### src/hw/uart_str_pkg.sv
//==========================================================================
// uart string link package
// character and frame widths, serial bit period, delimiter character
// and the string message carried between host, framer and deframer
//==========================================================================
package uart_str_pkg;

	// character width on the serial line
	localparam int DATA_BITS = 8;

	// longest content between the delimiters
	localparam int MAX_CHARS = 16;

	// packed string field, character 0 in the low byte
	localparam int STR_W = MAX_CHARS * DATA_BITS;

	// length field holds 0 to MAX_CHARS
	localparam int LEN_W = $clog2(MAX_CHARS + 1);

	// system clocks per serial bit
	localparam int CLKS_PER_BIT = 16;

	// counter width for one bit period
	localparam int BIT_CNT_W = $clog2(CLKS_PER_BIT);

	// frame delimiter, sent twice at each end
	localparam logic [DATA_BITS-1:0] DELIM_CHAR = 8'h26;

	// one string with its length
	typedef struct packed {
		logic [STR_W-1:0] text;
		logic [LEN_W-1:0] length;
	} str_msg_t;

endpackage

### src/hw/str_deframer.sv
//==========================================================================
// string deframer
// hunts for "&&", collects content until the closing "&&" and hands
// the string to the host, flagging overlong content and framing errors
//==========================================================================
module str_deframer (
	input  logic                               sys_clk,
	input  logic                               sys_rst_n,
	input  logic [uart_str_pkg::DATA_BITS-1:0] byte_data,
	input  logic                               byte_vld,
	input  logic                               stop_err,
	output uart_str_pkg::str_msg_t             rx_msg,
	output logic                               rx_busy,
	output logic                               rx_done,
	output logic                               rx_error
);
	import uart_str_pkg::*;

	typedef enum logic [1:0] {
		DF_HUNT,
		DF_OPEN,
		DF_CONTENT,
		DF_CLOSE
	} df_state_t;

	df_state_t        state;
	logic [LEN_W-1:0] byte_cnt;
	logic [STR_W-1:0] work_text;
	logic [3:0]       wr_idx;
	logic [3:0]       wr_idx_next;
	logic             is_delim;
	logic             content_full;
	logic             pair_full;

	assign is_delim     = (byte_data == DELIM_CHAR);
	assign wr_idx       = byte_cnt[3:0];
	assign wr_idx_next  = wr_idx + 4'd1;
	assign content_full = (byte_cnt >= LEN_W'(MAX_CHARS));
	// room for a held ampersand plus the byte after it
	assign pair_full    = (byte_cnt >= LEN_W'(MAX_CHARS - 1));
	assign rx_busy      = (state == DF_CONTENT) || (state == DF_CLOSE);

	always_ff @(posedge sys_clk or negedge sys_rst_n) begin
		if (!sys_rst_n) begin
			state    <= DF_HUNT;
			byte_cnt <= '0;
			rx_msg   <= '0;
			rx_done  <= 1'b0;
			rx_error <= 1'b0;
		end else begin
			rx_done  <= 1'b0;
			rx_error <= 1'b0;
			if (stop_err) begin
				// broken byte, only an error once inside a frame
				rx_error <= rx_busy;
				state    <= DF_HUNT;
			end else if (byte_vld) begin
				case (state)
					DF_HUNT: if (is_delim)
						state <= DF_OPEN;
					DF_OPEN: begin
						byte_cnt <= '0;
						state    <= is_delim ? DF_CONTENT : DF_HUNT;
					end
					DF_CONTENT: if (is_delim) begin
						state <= DF_CLOSE;
					end else if (content_full) begin
						rx_error <= 1'b1;
						state    <= DF_HUNT;
					end else begin
						byte_cnt <= byte_cnt + 1'b1;
					end
					DF_CLOSE: if (is_delim) begin
						rx_done       <= 1'b1;
						rx_msg.text   <= work_text;
						rx_msg.length <= byte_cnt;
						state         <= DF_HUNT;
					end else if (pair_full) begin
						rx_error <= 1'b1;
						state    <= DF_HUNT;
					end else begin
						// lone ampersand was data after all
						byte_cnt <= byte_cnt + LEN_W'(2);
						state    <= DF_CONTENT;
					end
					default: state <= DF_HUNT;
				endcase
			end
		end
	end

	// content buffer, cleared at the start of each frame
	always_ff @(posedge sys_clk) begin
		if (byte_vld) begin
			if (state == DF_OPEN && is_delim) begin
				work_text <= '0;
			end else if (state == DF_CONTENT && !is_delim && !content_full) begin
				work_text[DATA_BITS*wr_idx +: DATA_BITS] <= byte_data;
			end else if (state == DF_CLOSE && !is_delim && !pair_full) begin
				work_text[DATA_BITS*wr_idx +: DATA_BITS]      <= DELIM_CHAR;
				work_text[DATA_BITS*wr_idx_next +: DATA_BITS] <= byte_data;
			end
		end
	end

	a_cnt_in_range: assert property (
		@(posedge sys_clk) disable iff (!sys_rst_n)
		byte_cnt <= LEN_W'(MAX_CHARS)
	) else $error("str_deframer: byte count past MAX_CHARS");

endmodule

### src/hw/str_framer.sv
//==========================================================================
// string framer
// captures one host message and feeds "&&", the content bytes and "&&"
// one at a time into the byte transmitter
//==========================================================================
module str_framer (
	input  logic                               sys_clk,
	input  logic                               sys_rst_n,
	input  uart_str_pkg::str_msg_t             tx_msg,
	input  logic                               tx_req,
	input  logic                               byte_done,
	output logic                               tx_busy,
	output logic                               tx_done,
	output logic [uart_str_pkg::DATA_BITS-1:0] byte_data,
	output logic                               byte_req
);
	import uart_str_pkg::*;

	typedef enum logic [6:0] {
		ST_IDLE    = 7'b000_0001,
		ST_OPEN1   = 7'b000_0010,
		ST_OPEN2   = 7'b000_0100,
		ST_CONTENT = 7'b000_1000,
		ST_CLOSE1  = 7'b001_0000,
		ST_CLOSE2  = 7'b010_0000,
		ST_FINISH  = 7'b100_0000
	} fr_state_t;

	fr_state_t            state;
	str_msg_t             msg_q;
	logic [LEN_W-1:0]     byte_cnt;
	logic [3:0]           char_idx;
	logic [DATA_BITS-1:0] cur_char;
	logic                 accept;

	assign tx_busy  = (state != ST_IDLE) && (state != ST_FINISH);
	assign tx_done  = (state == ST_FINISH);
	assign accept   = tx_req && !tx_busy;
	assign char_idx = byte_cnt[3:0];
	assign cur_char = msg_q.text[DATA_BITS*char_idx +: DATA_BITS];

	always_ff @(posedge sys_clk or negedge sys_rst_n) begin
		if (!sys_rst_n) begin
			state     <= ST_IDLE;
			byte_cnt  <= '0;
			byte_data <= '0;
			byte_req  <= 1'b0;
		end else begin
			byte_req <= 1'b0;
			case (state)
				ST_IDLE, ST_FINISH: begin
					state <= ST_IDLE;
					if (accept) begin
						state     <= ST_OPEN1;
						byte_cnt  <= '0;
						byte_data <= DELIM_CHAR;
						byte_req  <= 1'b1;
					end
				end
				ST_OPEN1: if (byte_done) begin
					state     <= ST_OPEN2;
					byte_data <= DELIM_CHAR;
					byte_req  <= 1'b1;
				end
				ST_OPEN2: if (byte_done) begin
					byte_req <= 1'b1;
					if (msg_q.length == '0) begin
						// empty string, straight to the closing pair
						state     <= ST_CLOSE1;
						byte_data <= DELIM_CHAR;
					end else begin
						state     <= ST_CONTENT;
						byte_data <= cur_char;
						byte_cnt  <= byte_cnt + 1'b1;
					end
				end
				ST_CONTENT: if (byte_done) begin
					byte_req <= 1'b1;
					if (byte_cnt == msg_q.length) begin
						state     <= ST_CLOSE1;
						byte_data <= DELIM_CHAR;
					end else begin
						byte_data <= cur_char;
						byte_cnt  <= byte_cnt + 1'b1;
					end
				end
				ST_CLOSE1: if (byte_done) begin
					state     <= ST_CLOSE2;
					byte_data <= DELIM_CHAR;
					byte_req  <= 1'b1;
				end
				ST_CLOSE2: if (byte_done)
					state <= ST_FINISH;
				default: state <= ST_IDLE;
			endcase
		end
	end

	// message held for the whole frame, length clipped to MAX_CHARS
	always_ff @(posedge sys_clk) begin
		if (accept) begin
			msg_q.text   <= tx_msg.text;
			msg_q.length <= (tx_msg.length > LEN_W'(MAX_CHARS)) ?
				LEN_W'(MAX_CHARS) : tx_msg.length;
		end
	end

	a_done_single_cycle: assert property (
		@(posedge sys_clk) disable iff (!sys_rst_n)
		tx_done |=> !tx_done
	) else $error("str_framer: tx_done held for two cycles");

endmodule

### src/hw/uart_rx.sv
//==========================================================================
// uart byte receiver, 8N1
// synchronizes the line, centers on the start bit, samples each bit
// mid-period and checks the stop bit
//==========================================================================
module uart_rx (
	input  logic                               sys_clk,
	input  logic                               sys_rst_n,
	input  logic                               rx,
	output logic [uart_str_pkg::DATA_BITS-1:0] byte_data,
	output logic                               byte_vld,
	output logic                               stop_err
);
	import uart_str_pkg::*;

	typedef enum logic [1:0] {
		RX_IDLE,
		RX_START,
		RX_DATA,
		RX_STOP
	} rx_state_t;

	rx_state_t            state;
	logic                 rx_meta;
	logic                 rx_sync;
	logic                 rx_prev;
	logic [BIT_CNT_W-1:0] clk_cnt;
	logic [2:0]           bit_idx;
	logic                 half_end;
	logic                 bit_end;

	assign half_end = (clk_cnt == BIT_CNT_W'(CLKS_PER_BIT / 2 - 1));
	assign bit_end  = (clk_cnt == BIT_CNT_W'(CLKS_PER_BIT - 1));

	// two-flop synchronizer plus one stage for edge detect
	always_ff @(posedge sys_clk or negedge sys_rst_n) begin
		if (!sys_rst_n) begin
			rx_meta <= 1'b1;
			rx_sync <= 1'b1;
			rx_prev <= 1'b1;
		end else begin
			rx_meta <= rx;
			rx_sync <= rx_meta;
			rx_prev <= rx_sync;
		end
	end

	always_ff @(posedge sys_clk or negedge sys_rst_n) begin
		if (!sys_rst_n) begin
			state    <= RX_IDLE;
			clk_cnt  <= '0;
			bit_idx  <= '0;
			byte_vld <= 1'b0;
			stop_err <= 1'b0;
		end else begin
			byte_vld <= 1'b0;
			stop_err <= 1'b0;
			clk_cnt  <= clk_cnt + 1'b1;
			case (state)
				RX_IDLE: begin
					clk_cnt <= '0;
					if (rx_prev && !rx_sync)
						state <= RX_START;
				end
				RX_START: if (half_end) begin
					// line back high at mid-bit means a glitch
					clk_cnt <= '0;
					bit_idx <= '0;
					state   <= rx_sync ? RX_IDLE : RX_DATA;
				end
				RX_DATA: if (bit_end) begin
					clk_cnt <= '0;
					bit_idx <= bit_idx + 3'd1;
					if (bit_idx == 3'(DATA_BITS - 1))
						state <= RX_STOP;
				end
				RX_STOP: if (bit_end) begin
					byte_vld <= rx_sync;
					stop_err <= !rx_sync;
					state    <= RX_IDLE;
				end
				default: state <= RX_IDLE;
			endcase
		end
	end

	// LSB arrives first, shift in from the top
	always_ff @(posedge sys_clk) begin
		if (state == RX_DATA && bit_end)
			byte_data <= {rx_sync, byte_data[DATA_BITS-1:1]};
	end

endmodule

### src/hw/uart_str_top.sv
//==========================================================================
// uart string link top level
// transmit path framer into byte transmitter, receive path byte
// receiver into deframer, both on the serial pins
//==========================================================================
module uart_str_top (
	input  logic                   sys_clk,
	input  logic                   sys_rst_n,

	// host transmit side
	input  uart_str_pkg::str_msg_t tx_msg,
	input  logic                   tx_req,
	output logic                   tx_busy,
	output logic                   tx_done,

	// host receive side
	output uart_str_pkg::str_msg_t rx_msg,
	output logic                   rx_busy,
	output logic                   rx_done,
	output logic                   rx_error,

	// serial pins, idle high
	input  logic                   uart_rx_port,
	output logic                   uart_tx_port
);
	import uart_str_pkg::*;

	logic [DATA_BITS-1:0] tx_byte_data;
	logic                 tx_byte_req;
	logic                 tx_byte_done;
	logic [DATA_BITS-1:0] rx_byte_data;
	logic                 rx_byte_vld;
	logic                 rx_stop_err;

	str_framer u_str_framer (
		.sys_clk   (sys_clk),
		.sys_rst_n (sys_rst_n),
		.tx_msg    (tx_msg),
		.tx_req    (tx_req),
		.byte_done (tx_byte_done),
		.tx_busy   (tx_busy),
		.tx_done   (tx_done),
		.byte_data (tx_byte_data),
		.byte_req  (tx_byte_req)
	);

	uart_tx u_uart_tx (
		.sys_clk   (sys_clk),
		.sys_rst_n (sys_rst_n),
		.byte_data (tx_byte_data),
		.byte_req  (tx_byte_req),
		.tx        (uart_tx_port),
		.byte_done (tx_byte_done)
	);

	uart_rx u_uart_rx (
		.sys_clk   (sys_clk),
		.sys_rst_n (sys_rst_n),
		.rx        (uart_rx_port),
		.byte_data (rx_byte_data),
		.byte_vld  (rx_byte_vld),
		.stop_err  (rx_stop_err)
	);

	str_deframer u_str_deframer (
		.sys_clk   (sys_clk),
		.sys_rst_n (sys_rst_n),
		.byte_data (rx_byte_data),
		.byte_vld  (rx_byte_vld),
		.stop_err  (rx_stop_err),
		.rx_msg    (rx_msg),
		.rx_busy   (rx_busy),
		.rx_done   (rx_done),
		.rx_error  (rx_error)
	);

endmodule

### src/hw/uart_tx.sv
//==========================================================================
// uart byte transmitter, 8N1
// serializes one byte per request, LSB first, at a fixed bit period
// and pulses byte_done once the stop bit has ended
//==========================================================================
module uart_tx (
	input  logic                               sys_clk,
	input  logic                               sys_rst_n,
	input  logic [uart_str_pkg::DATA_BITS-1:0] byte_data,
	input  logic                               byte_req,
	output logic                               tx,
	output logic                               byte_done
);
	import uart_str_pkg::*;

	logic                 busy;
	logic [BIT_CNT_W-1:0] clk_cnt;
	// 0 is the start bit, DATA_BITS+1 the stop bit
	logic [3:0]           bit_idx;
	// data bits followed by the stop bit
	logic [DATA_BITS:0]   shift;
	logic                 bit_end;

	assign bit_end = (clk_cnt == BIT_CNT_W'(CLKS_PER_BIT - 1));

	always_ff @(posedge sys_clk or negedge sys_rst_n) begin
		if (!sys_rst_n) begin
			busy      <= 1'b0;
			clk_cnt   <= '0;
			bit_idx   <= '0;
			tx        <= 1'b1;
			byte_done <= 1'b0;
		end else begin
			byte_done <= 1'b0;
			if (!busy) begin
				if (byte_req) begin
					// start bit goes out right away
					busy    <= 1'b1;
					clk_cnt <= '0;
					bit_idx <= '0;
					tx      <= 1'b0;
				end
			end else if (bit_end) begin
				clk_cnt <= '0;
				if (bit_idx == 4'(DATA_BITS + 1)) begin
					busy      <= 1'b0;
					byte_done <= 1'b1;
					tx        <= 1'b1;
				end else begin
					bit_idx <= bit_idx + 4'd1;
					tx      <= shift[0];
				end
			end else begin
				clk_cnt <= clk_cnt + 1'b1;
			end
		end
	end

	// shifts right at each bit boundary, ones fill in behind
	always_ff @(posedge sys_clk) begin
		if (!busy && byte_req)
			shift <= {1'b1, byte_data};
		else if (busy && bit_end)
			shift <= {1'b1, shift[DATA_BITS:1]};
	end

	// the framer must wait for byte_done before the next request
	a_no_req_while_busy: assert property (
		@(posedge sys_clk) disable iff (!sys_rst_n)
		byte_req |-> !busy
	) else $error("uart_tx: byte_req while a byte is in progress");

endmodule

### config.mk
export PLATFORM = sky130hd
export DESIGN_NAME = uart_str_top
export DESIGN_NICKNAME = d
export VERILOG_FILES = /design/src/hw/uart_str_pkg.sv /design/src/hw/str_deframer.sv /design/src/hw/str_framer.sv /design/src/hw/uart_rx.sv /design/src/hw/uart_str_top.sv /design/src/hw/uart_tx.sv
export SDC_FILE = /design/constraint.sdc
export NUM_CORES = 1
export LEC_CHECK = 0
export ABC_AREA = 0
export BUFFER_PORTS_ARGS = -buffer_cell sky130_fd_sc_hd__buf_4
export CAP_MARGIN = 20
export CORE_UTILIZATION = 50
export CTS_BUF_LIST = sky130_fd_sc_hd__clkbuf_8
export CTS_CLUSTER_SIZE = 24
export DETAILED_ROUTE_END_ITERATION = 8
export PLACE_DENSITY = 0.68
export SETUP_SLACK_MARGIN = 0.3
export SLEW_MARGIN = 15
export SYNTH_ARGS = -nofsm -noshare
export SYNTH_HDL_FRONTEND = slang
export SYNTH_SLANG_ARGS = --single-unit
### constraint.sdc
create_clock -name sys_clk -period 15.35 [get_ports sys_clk]
set_input_delay 0.7675 -clock sys_clk [delete_from_list [all_inputs] [get_ports sys_clk]]
set_output_delay 0.7675 -clock sys_clk [all_outputs]
set_load 0.02 [all_outputs]
==> flow_summary.ini <==
[clock_tree]
cts_resized = 0
cts-root-buf = clkbuf_8
clk_pin_slew_worst_paths_ns = 0.07
cts_buffers = 79
cts_buffer_depth = 3
clock_sinks = 465
htreeDepth = 3
post_cts_buffers = 0
cts_hold_buf = 0
cts_tree = yes
clkLatencyLatePin_ns = 0.66

[synthesis]
synth_most_common_cell = edfxtp_1
ys_top_cells_by_area = edfxtp_1 (39%), dfrtp_1 (21%), mux2_2 (7.5%)
avgSynthCellArea_um2 = 13.5
yosysSeqAreaShare_pct = 61.1
synth_flop_cell = edfxtp_1
post-synth-top-area-fraction_pct = 39.0
yosysWarnings = 0
netlist_area_um2 = 21300
synthDistinctLibCells = 76
synth.largest_area_cell = edfxtp_1
synth_cells = 1586
synth-async-reset-ratio_pct = 40.4
synth_nets = 1744
ys_ff_latch = 465
synth_edf_count = 277
yosys-top-cells-count = edfxtp_1 (277), dfrtp_1 (183), mux2_2 (142), nand2_1 (106), nor2_1 (91)

[pwr]
vdd_ir_drop_max_v = 0.0000853
seqPwrFrac_pct = 52.3
switching_power_mw = 0.699
pwr-share-comb_pct = 9.5
p_clk_share_pct = 38.2
swShare_pct = 24.6
power_density_nw_per_um2 = 112
total_power_mw = 2.85
p_leak_nw = 10.6
p_int_mw = 2.15

[critical_path]
ff2ff_setup_slack_ns = 11.04
startpoint_type = register
end_kind = register
worst-setup-path-type = reg2reg
worst-path-max-fanout = 19
required_ns = 15.74
arrival_ns = 4.70

[sta]
period_needed_ns = 4.31
fmax_ghz = 0.232
maxSlewHeadroom_pct = 23.5
worst-slew-pin-transition_ns = 1.14
drv_slew = 0
timing.setup.tns_ns = 0
final_hold_viol_count = 0
period_share_pct = 28.1
whs_ns = 0.0602
rsz0062_at_grt = no
finalClockSkew_ns = 0.0461
postLayoutSetupSlackWorst_ns = 11.04
setup-violations-final = 0

[place]
port_buffers = 275
dpl_worst_slack_ns = 11.20
place_congestion = 0.902
place_area_um2 = 23800
dpl.hpwl_um = 36100
dp_cells = 2318

[detailed_routing]
drc = 0
postRouteAntennaNets = 0
firstDrtPassIters = 5
drt_iter0_drc = 1257
wl_per_cell_um = 21.7
vias = 14632
vias_per_cell = 5.94
wl_um = 53400

[global_routing]
grt_max_degree = 82
grtUsageTotal_pct = 24.9
grt_pass1_wl_um = 84200
grt_overflow = 0
grt_pass1_vias = 14768
antenna_found_initial = 1

[min_path]
hp-class = in2async

[status]
outcome = completed

[layout]
layout.nets = 2020
drive_gt1_share_pct = 31.7
final_util_pct = 60.4
final-instance-count-excl-fill = 2465
syn_to_final_growth_pct = 19.1
final_area_um2 = 25400
diodes = 0

[floorplanning]
initial_utilization_pct = 50.7
die_h_um = 209
pin_count = 276
die_area_um2 = 43500
die_w_um = 209
rows = 75
core_um2 = 42000

[job]
drv_cap = 0
[power by group through the flow]
| stage | Clock [mW] | Combinational (mW) | Sequential [mW] |
|---|---|---|---|
| 3_3_place_gp | 0 | 0.268 | 1.51 |
| 2_1_floorplan | 0 | 0.188 | 1.51 |
| 6_report | 1.09 | 0.269 | 1.49 |
| 3_5_place_dp | 0 | 0.274 | 1.51 |
| 4_1_cts | 1.12 | 0.274 | 1.49 |
| 5_1_grt | 1.17 | 0.302 | 1.50 |
[flip-flops by register name, indices dropped and copies added, names as in the netlist, 3 cells and up, named ones only]
signal and cells:
u_str_deframer.byte_cnt 5, u_str_deframer.rx_msg 133, u_str_deframer.work_text 128, u_str_framer.byte_cnt 5, u_str_framer.byte_data 8, u_str_framer.msg_q 133, u_str_framer.state 7, u_uart_rx.bit_idx 3
u_uart_rx.byte_data 8, u_uart_rx.clk_cnt 4, u_uart_tx.bit_idx 4, u_uart_tx.clk_cnt 4, u_uart_tx.shift 8
[critical path, stage by stage (launching register included)]
cell       delay [ns]
dfrtp_1          0.69
ha_1             0.38
xor2_1           0.80
nor2_1           0.09
ha_1             0.40
nand2_1          0.11
a31oi_1          0.52
o2111ai_1        0.40
a22o_1           0.36
a211o_1          0.31
[layout make-up]
type / instances / area (um^2)
Fill cell: 3315 / 16600
Clock buffer: 95 / 1310
Multi-Input combinational cell: 988 / 7790
Timing Repair Buffer: 296 / 2230
Sequential cell: 465 / 13000
Inverter: 32 / 123
Clock inverter: 50 / 258
Tap cell: 539 / 674
[cells in the final DEF, fill, tap and decap left out, drive strengths merged, types with 9 or more instances in the layout]
cell type	Yosys	layout
nor2b	19	19
a211oi	11	11
buf	37	295
clkbuf	64	96
o211ai	10	10
a21boi	23	23
inv	32	65
nand4	9	9
a31oi	25	25
or3	14	14
nand2b	19	19
clkinv	0	14
nor2	92	92
nand3	33	33
mux2	165	165
nand2	107	107
edfxtp	277	277
o21ai	52	52
nor3	16	16
mux4	40	40
ha	21	21
a21oi	47	47
xor2	13	13
o2bb2ai	15	15
a22o	38	38
o22ai	68	68
dfrtp	183	183
mux2i	36	36
[cell families (layout without fill, tap and decap cells)]
kind of cell	after synthesis	in the layout	synth area share [%]
mux	241	241	14.6
xor+xnor	17	17	0.698
compound gates	360	360	11.8
buf+inv	133	473	2.56
simple gates	349	349	7.99
fa+ha+maj	21	21	1.23
flops	465	465	61.1
[routing by layer]
layer  global-route usage, %  wire length (um)  up-vias
met5                   0.111                 0        -
met4                    9.66              1800        0
met3                    5.11              3720      124
met2                    39.3             25000      617
met1                    34.1             22900     7218
li1                        -                 -     6673
[path summary, 6_finish.rpt]
check | start | to | cells past startpoint
worst max-delay path | u_str_deframer.byte_cnt[0] | u_str_deframer.work_text[64] | 9
worst min-delay path | sys_rst_n | u_str_deframer.rx_done | 1
worst max register to register | u_str_deframer.byte_cnt[0] | u_str_deframer.work_text[64] | 9
min in group sys_clk | uart_rx_port | u_uart_rx.rx_meta | 1
worst min register to register | u_uart_rx.rx_meta | u_uart_rx.rx_sync | 0
max in group asynchronous | sys_rst_n | u_str_framer.byte_cnt[0] | 2
Note: power is estimated with default switching activity, not from simulation.
